$ cat config.mk
export PLATFORM = sky130hd
export DESIGN_NAME = uart_core
export DESIGN_NICKNAME = d
export VERILOG_FILES = /design/src/hw/uart_pkg.sv /design/src/hw/uart_ctrl_if.sv /design/src/hw/uart_core.sv /design/src/hw/uart_rx.sv /design/src/hw/uart_tx.sv /design/src/hw/uart_regs.sv
export VERILOG_INCLUDE_DIRS = /design/src /design/src/hw
export SDC_FILE = /design/constraint.sdc
export NUM_CORES = 1
export LEC_CHECK = 0
export ABC_CLOCK_PERIOD_IN_PS = 4700
export BUFFER_PORTS_ARGS = -buffer_cell sky130_fd_sc_hd__buf_2
export CAP_MARGIN = 20
export CELL_PAD_IN_SITES_DETAIL_PLACEMENT = 0
export CELL_PAD_IN_SITES_GLOBAL_PLACEMENT = 1
export CORE_UTILIZATION = 40
export CTS_BUF_LIST = sky130_fd_sc_hd__clkbuf_8 sky130_fd_sc_hd__clkbuf_16
export CTS_CLUSTER_DIAMETER = 150
export CTS_CLUSTER_SIZE = 8
export DETAILED_ROUTE_END_ITERATION = 12
export PLACE_DENSITY_LB_ADDON = 0.3
export SYNTH_ARGS = -nofsm -noshare
export SYNTH_HDL_FRONTEND = slang
export SYNTH_SLANG_ARGS = --single-unit
$ cat constraint.sdc
create_clock -name clk -period 4.7 [get_ports clk]
set_input_delay 0.94 -clock clk [delete_from_list [all_inputs] [get_ports clk]]
set_output_delay 0.94 -clock clk [all_outputs]
set_load 0.05 [all_outputs]
$ cat src/hw/uart_settings.svh
`ifndef UART_SETTINGS_SVH
`define UART_SETTINGS_SVH

// width of one serial byte
`define UART_DATA_W 8

// divider register and bit timing counters
`define UART_DIV_W 16

// clock cycles per bit after any reset
`define UART_DIV_RESET 1

// flops in the cts and rxd synchronizers, at least 2
`define UART_SYNC_STAGES 2

`endif
$ cat src/hw/uart_pkg.sv
`include "uart_settings.svh"

package uart_pkg;

   //////////////////////////////////////////////////////////////////////
   // register map
   //////////////////////////////////////////////////////////////////////

   // addresses 6 and 7 are unmapped and read as all ones
   typedef enum logic [2:0] {
      UART_DIV       = 3'd0,
      UART_DATA      = 3'd1,
      UART_SOFT_RST  = 3'd2,
      UART_RX_EN     = 3'd3,
      UART_TX_WAIT   = 3'd4,
      UART_RX_VALID  = 3'd5
   } uart_reg_addr_t;

   //////////////////////////////////////////////////////////////////////
   // payload types
   //////////////////////////////////////////////////////////////////////

   // one serial character
   typedef logic [`UART_DATA_W-1:0] uart_byte_t;

   // clock cycles per serial bit
   typedef logic [`UART_DIV_W-1:0] uart_div_t;

endpackage

$ cat src/hw/uart_ctrl_if.sv
`timescale 1ns/1ps

interface uart_ctrl_if;

   // bit period shared by both engines
   uart_pkg::uart_div_t  div;

   // transmit side
   logic                 tx_load;
   uart_pkg::uart_byte_t tx_byte;
   logic                 tx_busy;

   // receive side
   logic                 rx_read;
   logic                 rx_en;
   uart_pkg::uart_byte_t rx_byte;
   logic                 rx_valid;

   modport regs (
      output div, tx_load, tx_byte, rx_read, rx_en,
      input  tx_busy, rx_byte, rx_valid
   );

   modport tx (
      input  div, tx_load, tx_byte,
      output tx_busy
   );

   modport rx (
      input  div, rx_read, rx_en,
      output rx_byte, rx_valid
   );

endinterface

$ cat src/hw/uart_core.sv
`timescale 1ns/1ps

module uart_core (
   input  logic        clk,
   input  logic        rst_int,
   input  logic        valid,
   input  logic        write,
   input  logic [2:0]  address,
   input  logic [31:0] wdata,
   output logic        ready,
   output logic [31:0] rdata,
   output logic        txd,
   output logic        rts,
   input  logic        rxd,
   input  logic        cts
);

   uart_pkg::uart_reg_addr_t reg_addr;
   logic                     soft_rst;
   logic                     uart_rst;

   uart_ctrl_if i_ctrl ();

   assign reg_addr = uart_pkg::uart_reg_addr_t'(address);

   // serial engines and config registers also clear on soft reset
   assign uart_rst = rst_int | soft_rst;

   uart_regs i_uart_regs (
      .clk      (clk),
      .rst_int  (rst_int),
      .uart_rst (uart_rst),
      .valid    (valid),
      .write    (write),
      .address  (reg_addr),
      .wdata    (wdata),
      .ready    (ready),
      .rdata    (rdata),
      .cts      (cts),
      .soft_rst (soft_rst),
      .ctrl     (i_ctrl.regs)
   );

   uart_tx i_uart_tx (
      .clk  (clk),
      .rst  (uart_rst),
      .txd  (txd),
      .ctrl (i_ctrl.tx)
   );

   uart_rx i_uart_rx (
      .clk  (clk),
      .rst  (uart_rst),
      .rxd  (rxd),
      .rts  (rts),
      .ctrl (i_ctrl.rx)
   );

endmodule

$ cat src/hw/uart_rx.sv
`timescale 1ns/1ps
`include "uart_settings.svh"

module uart_rx (
   input  logic    clk,
   input  logic    rst,
   input  logic    rxd,
   output logic    rts,
   uart_ctrl_if.rx ctrl
);

   localparam int IDX_W = $clog2(`UART_DATA_W);

   typedef enum logic [1:0] {
      RX_IDLE,
      RX_HALF,
      RX_DATA,
      RX_STOP
   } rx_state_t;

   rx_state_t                    state;
   logic [`UART_SYNC_STAGES-1:0] rxd_sync;
   logic                         rxd_s;
   logic                         rxd_prev;
   logic                         start;
   uart_pkg::uart_div_t          div_cnt;
   logic [IDX_W-1:0]             bit_idx;
   uart_pkg::uart_byte_t         shift;
   logic                         half_done;
   logic                         bit_done;
   logic                         sample;
   logic                         store;
   logic                         rts_req;

   //////////////////////////////////////////////////////////////////////
   // line synchronizer and start detection
   //////////////////////////////////////////////////////////////////////

   always_ff @(posedge clk or posedge rst) begin
      if (rst) begin
         rxd_sync <= '1;
         rxd_prev <= 1'b1;
      end else begin
         rxd_sync <= {rxd_sync[`UART_SYNC_STAGES-2:0], rxd};
         rxd_prev <= rxd_s;
      end
   end

   assign rxd_s = rxd_sync[`UART_SYNC_STAGES-1];
   assign start = (state == RX_IDLE) && rxd_prev && !rxd_s;

   //////////////////////////////////////////////////////////////////////
   // bit timing FSM
   //////////////////////////////////////////////////////////////////////

   // half period compare, one extra bit for the doubled count
   assign half_done = {div_cnt, 1'b0} >= {1'b0, ctrl.div};
   assign bit_done  = div_cnt >= ctrl.div;
   assign sample    = (state == RX_DATA) && bit_done;
   assign store     = (state == RX_STOP) && bit_done;

   always_ff @(posedge clk or posedge rst) begin
      if (rst) begin
         state   <= RX_IDLE;
         div_cnt <= '0;
         bit_idx <= '0;
      end else begin
         div_cnt <= div_cnt + 1'b1;
         case (state)
            RX_IDLE: begin
               div_cnt <= uart_pkg::uart_div_t'(1);
               if (start) begin
                  state <= RX_HALF;
               end
            end
            RX_HALF: begin
               if (half_done) begin
                  state   <= RX_DATA;
                  div_cnt <= uart_pkg::uart_div_t'(1);
                  bit_idx <= '0;
               end
            end
            RX_DATA: begin
               if (bit_done) begin
                  div_cnt <= uart_pkg::uart_div_t'(1);
                  bit_idx <= bit_idx + 1'b1;
                  if (bit_idx == IDX_W'(`UART_DATA_W - 1)) begin
                     state <= RX_STOP;
                  end
               end
            end
            RX_STOP: begin
               if (bit_done) begin
                  state <= RX_IDLE;
               end
            end
            default: state <= RX_IDLE;
         endcase
      end
   end

   // LSB arrives first
   always_ff @(posedge clk) begin
      if (sample) begin
         shift <= {rxd_s, shift[`UART_DATA_W-1:1]};
      end
      if (store) begin
         ctrl.rx_byte <= shift;
      end
   end

   //////////////////////////////////////////////////////////////////////
   // status and flow control
   //////////////////////////////////////////////////////////////////////

   // a new byte wins over a read in the same cycle
   always_ff @(posedge clk or posedge rst) begin
      if (rst) begin
         ctrl.rx_valid <= 1'b0;
         rts_req       <= 1'b1;
      end else begin
         if (store) begin
            ctrl.rx_valid <= 1'b1;
         end else if (ctrl.rx_read) begin
            ctrl.rx_valid <= 1'b0;
         end
         if (start) begin
            rts_req <= 1'b0;
         end else if (ctrl.rx_read) begin
            rts_req <= 1'b1;
         end
      end
   end

   assign rts = ctrl.rx_en & rts_req;

endmodule

$ cat src/hw/uart_tx.sv
`timescale 1ns/1ps
`include "uart_settings.svh"

module uart_tx (
   input  logic    clk,
   input  logic    rst,
   output logic    txd,
   uart_ctrl_if.tx ctrl
);

   // start bit, data bits and one stop bit
   localparam int FRAME_W = `UART_DATA_W + 2;

   logic [FRAME_W-1:0]  frame;
   logic [3:0]          bit_cnt;
   uart_pkg::uart_div_t div_cnt;
   logic                bit_end;

   assign bit_end = (bit_cnt != 4'd0) && (div_cnt == ctrl.div);

   always_ff @(posedge clk or posedge rst) begin
      if (rst) begin
         frame   <= '1;
         bit_cnt <= 4'd0;
         div_cnt <= '0;
      end else if (ctrl.tx_load) begin
         // a load during a frame starts over
         frame   <= {1'b1, ctrl.tx_byte, 1'b0};
         bit_cnt <= 4'(FRAME_W);
         div_cnt <= uart_pkg::uart_div_t'(1);
      end else if (bit_end) begin
         frame   <= {1'b1, frame[FRAME_W-1:1]};
         bit_cnt <= bit_cnt - 4'd1;
         // counter parks at zero after the stop bit
         if (bit_cnt == 4'd1) begin
            div_cnt <= '0;
         end else begin
            div_cnt <= uart_pkg::uart_div_t'(1);
         end
      end else if (bit_cnt != 4'd0) begin
         div_cnt <= div_cnt + 1'b1;
      end
   end

   assign ctrl.tx_busy = (bit_cnt != 4'd0);
   assign txd          = frame[0];

endmodule

$ cat src/hw/uart_regs.sv
`timescale 1ns/1ps
`include "uart_settings.svh"

module uart_regs (
   input  logic                     clk,
   input  logic                     rst_int,
   input  logic                     uart_rst,
   input  logic                     valid,
   input  logic                     write,
   input  uart_pkg::uart_reg_addr_t address,
   input  logic [31:0]              wdata,
   output logic                     ready,
   output logic [31:0]              rdata,
   input  logic                     cts,
   output logic                     soft_rst,
   uart_ctrl_if.regs                ctrl
);

   logic                         accept;
   logic                         wr_div;
   logic                         wr_rx_en;
   logic                         wr_soft_rst;
   logic [`UART_SYNC_STAGES-1:0] cts_sync;
   logic                         tx_wait;
   logic [31:0]                  rd_mux;

   //////////////////////////////////////////////////////////////////////
   // bus acceptance
   //////////////////////////////////////////////////////////////////////

   // one access per valid, ready follows one cycle later
   assign accept = valid & ~ready;

   always_ff @(posedge clk or posedge rst_int) begin
      if (rst_int) begin
         ready <= 1'b0;
      end else begin
         ready <= accept;
      end
   end

   //////////////////////////////////////////////////////////////////////
   // write decode
   //////////////////////////////////////////////////////////////////////

   always_comb begin
      ctrl.tx_load = 1'b0;
      ctrl.rx_read = 1'b0;
      wr_div       = 1'b0;
      wr_rx_en     = 1'b0;
      wr_soft_rst  = 1'b0;
      if (accept) begin
         case (address)
            uart_pkg::UART_DIV:      wr_div = write;
            uart_pkg::UART_DATA: begin
               ctrl.tx_load = write;
               ctrl.rx_read = ~write;
            end
            uart_pkg::UART_SOFT_RST: wr_soft_rst = write;
            uart_pkg::UART_RX_EN:    wr_rx_en = write;
            default: ;
         endcase
      end
   end

   assign ctrl.tx_byte = wdata[`UART_DATA_W-1:0];

   // divider and receive enable return to defaults on soft reset too
   always_ff @(posedge clk or posedge uart_rst) begin
      if (uart_rst) begin
         ctrl.div   <= uart_pkg::uart_div_t'(`UART_DIV_RESET);
         ctrl.rx_en <= 1'b0;
      end else begin
         if (wr_div) begin
            ctrl.div <= wdata[`UART_DIV_W-1:0];
         end
         if (wr_rx_en) begin
            ctrl.rx_en <= wdata[0];
         end
      end
   end

   // single cycle pulse
   always_ff @(posedge clk or posedge rst_int) begin
      if (rst_int) begin
         soft_rst <= 1'b0;
      end else begin
         soft_rst <= wr_soft_rst & wdata[0];
      end
   end

   //////////////////////////////////////////////////////////////////////
   // flow control and read mux
   //////////////////////////////////////////////////////////////////////

   always_ff @(posedge clk or posedge rst_int) begin
      if (rst_int) begin
         cts_sync <= '1;
      end else begin
         cts_sync <= {cts_sync[`UART_SYNC_STAGES-2:0], cts};
      end
   end

   // far end not ready counts as busy
   assign tx_wait = ctrl.tx_busy | ~cts_sync[`UART_SYNC_STAGES-1];

   always_comb begin
      rd_mux = '1;
      case (address)
         uart_pkg::UART_DIV:      rd_mux = 32'(ctrl.div);
         uart_pkg::UART_DATA:     rd_mux = 32'(ctrl.rx_byte);
         uart_pkg::UART_TX_WAIT:  rd_mux = {31'd0, tx_wait};
         uart_pkg::UART_RX_VALID: rd_mux = {31'd0, ctrl.rx_valid};
         default: ;
      endcase
   end

   always_ff @(posedge clk) begin
      if (accept && !write) begin
         rdata <= rd_mux;
      end
   end

endmodule

==> qor.yml <==
status: "finished clean"
first_global_vias: 3899
maxCapViolCount: 0
design_area_um2: 6470
power.density_nw_per_um2: 431
critPathLaunchType: "register"
fin_util_pct: 46.1
finalCritPeriodShare_pct: 63.5
nets: 664
hold_buffers: 0
multiInputGateArea_um2: 2600
synth-seq-cells: 109
track_usage_pct: 17.3
dp_worst_setup_slack_ns: 1.72
avgSynthCellArea_um2: 10.8
drt_wl_total_um: 12000
ctsResizeCount: 0
path_cells: "inv_1 -> ha_1 -> and3_1 -> a221o_1 -> nand2_1 -> a32oi_1 -> and2_1"
path_clk_slew_ns: 0.07
cts_setup_buffers: 0
ios: 76
htreeDepth: 3
clockRootBuffer: "clkbuf_16"
arrival_ns: 2.99
gp_congestion: 0.772
synth_top_flop_cell: "dfrtp_1"
firstDrtPassIters: 4
regArea_um2: 2910
syn_area_um2: 5810
die_y_um: 123
cp_slowest_cell: "a32oi_1"
drc: 0
routed_via_density: 5.12
finClkSkew_ns: 0.00777
ant_nets: 0
path_class: "reg -> reg"
yosysTopAreaCell: "dfrtp_1"
power_mw: 2.79
finalWorstSetupSlack_ns: 1.71
final_hold_viol_count: 0
die_area_um2: 15000
port_buffers: 59
numCtsBuffers: 9
drt_iter0_markers: 201
p_leak_nw: 2.91
layout-drive-gt1-share_pct: 19.1
clock-sinks: 109
n_antenna_cell: 0
dpl.cell_count: 749
antenna_found_initial: 0
syn_nets: 620
yosys_warnings: 0
async_flop_share_pct: 69.7
ir_worst_vdd_mv: 0.230
dp_hpwl_um: 8870
hold_class: "reg -> reg"
n_fill_cell: 1288
rsz0062_at_grt: "no"
synthTopCellsByArea: "dfrtp_1 26%, edfxtp_1 17%, ha_1 9.3%"
synth_top_area_share_pct: 25.9
grt_overflow: 0
stdcell_count: 765
critPathCaptureType: "register"
synthCells: 536
fmax_mhz: 335
area_growth_pct: 11.4
core.rowCount: 43
worstPathMaxFanout: 11
grt_pass1_wl_um: 19500
hold_slack_ns: 0.358
dieWidth_um: 123
grt_max_degree: 47
min_period_ns: 2.99
wl_per_cell_um: 15.7
initial_core_util_pct: 41.4
cp.required_ns: 4.70
vias: 3918
setup_tns_ns: 0
setup_violations: 0
synth.distinct_cells: 64
clk_latency_ns: 0.35
worst_pin_slew_ns: 1.09
slew-limit-headroom_pct: 27.5
cts_buffer_depth: 2
core_um2: 14000
postPlaceCellArea_um2: 6180
cts_tree: "done"
synth-edff-count: 33
cp_slowest_stage_delay_ns: 0.86
final_max_slew_viol_count: 0
yosysSeqAreaShare_pct: 50.2
==> final cells by class <==
type / count / area share (%)
sequential: 109 / 45.0
timing repair buffer: 62 / 4.91
clock inverter: 7 / 1.02
multi-input combinational: 366 / 40.2
inverter: 32 / 1.86
tap: 180 / 3.48
clock buffer: 9 / 3.48
==> critical path: cells and delay by family, from the launching register on <==
kind            cells  cell delay (ns)
flops               1             0.47
fa+ha+maj           1             0.31
compound gates      2             1.01
buf+inv             1             0.13
simple gates        3             0.73
==> cells in the mapped netlist (3+ instances only) <==
cell,instances
a21o_1,11
a21oi_1,10
a31oi_1,3
and2_1,4
and3_1,3
buf_2,5
buf_4,16
clkbuf_1,7
dfrtp_1,60
dfstp_2,16
edfxtp_1,33
ha_1,43
inv_1,32
mux2i_1,15
nand2_1,54
nand3_1,17
nand4_1,6
nor2_1,50
nor2b_1,5
nor3_1,11
o2111ai_1,4
o211ai_1,3
o21ai_0,26
o21bai_1,7
or2_2,3
xnor2_1,33
xor2_1,14
==> layer usage <==
metal | GRT usage [%] | up-vias | routed length, um
met5 | 0 | - | 0
met4 | 7.16 | 0 | 244
li1 | - | 1947 | -
met2 | 28.5 | 37 | 5890
met1 | 22.0 | 1920 | 5650
met3 | 3.49 | 14 | 230
==> sequential cells by signal, summed over array words and instances (netlist names) <==
| signal | cells |
|---|---|
| i_uart_rx.div_cnt | 16 |
| i_uart_tx.bit_cnt | 4 |
| i_uart_rx.ctrl.rx_valid | 1 |
| i_uart_regs.ready | 1 |
| i_uart_regs.cts_sync | 2 |
| i_uart_tx.div_cnt | 16 |
| i_uart_rx.state | 2 |
| i_uart_regs.rdata | 17 |
| i_uart_rx.bit_idx | 3 |
| i_uart_rx.rxd_prev | 1 |
| i_uart_regs.ctrl.div | 16 |
| i_uart_rx.ctrl.rx_byte | 8 |
| i_uart_regs.ctrl.rx_en | 1 |
| i_uart_tx.frame | 9 |
| i_uart_rx.rxd_sync | 2 |
| i_uart_rx.rts_req | 1 |
| i_uart_rx.shift | 8 |
| i_uart_regs.soft_rst | 1 |
==> final timing paths <==
check                                        startpoint                   endpoint  slack, ns  cells past startpoint
worst min-delay path              i_uart_rx.rxd_sync[0]      i_uart_rx.rxd_sync[1]       0.36                      0
max in group asynchronous                       rst_int       i_uart_tx.bit_cnt[2]       2.79                      3
worst max register to register  i_uart_regs.ctrl.div[6]  i_uart_rx.ctrl.rx_byte[5]       1.71                      7
min in group asynchronous                       rst_int          i_uart_regs.ready       0.49                      2
worst min register to register    i_uart_rx.rxd_sync[0]      i_uart_rx.rxd_sync[1]       0.36                      0
worst max-delay path            i_uart_regs.ctrl.div[6]  i_uart_rx.ctrl.rx_byte[5]       1.71                      7
==> placed cells by master (no fill, tap or decap), drive strengths merged, types with 5 or more instances in the layout <==
cell	n
buf	62
a21o	11
clkbuf	9
nor2b	5
mux2i	15
o21bai	7
dfrtp	60
ha	43
nand4	7
nand3	17
inv	34
dfstp	16
o21ai	28
edfxtp	33
o2111ai	5
a21oi	10
xor2	14
xnor2	33
nor3	11
nor2	50
nand2	55
==> kinds of logic (layout without fill, tap and decap cells) <==
| group | count (synthesis) | count (layout) | synth area share [%] |
|---|---|---|---|
| and+or+nand+nor | 168 | 168 | 13.8 |
| DFF | 109 | 109 | 50.2 |
| AOI/OAI and AO/OA | 89 | 89 | 10.9 |
| buffers and inverters | 61 | 110 | 5.21 |
| xor gates and xnor gates | 47 | 47 | 7.09 |
| adders and majority gates | 43 | 43 | 9.26 |
| muxes | 19 | 19 | 3.62 |
==> power by group <==
group	internal (mW)	total (mW)	switching [mW]	leakage [nW]
Clock	0.411	0.759	0.347	0.142
Sequential	1.12	1.27	0.145	1.23
Combinational	0.309	0.758	0.449	1.54
Total	1.84	2.79	0.941	2.91
Note: power is estimated with default switching activity, not from simulation.
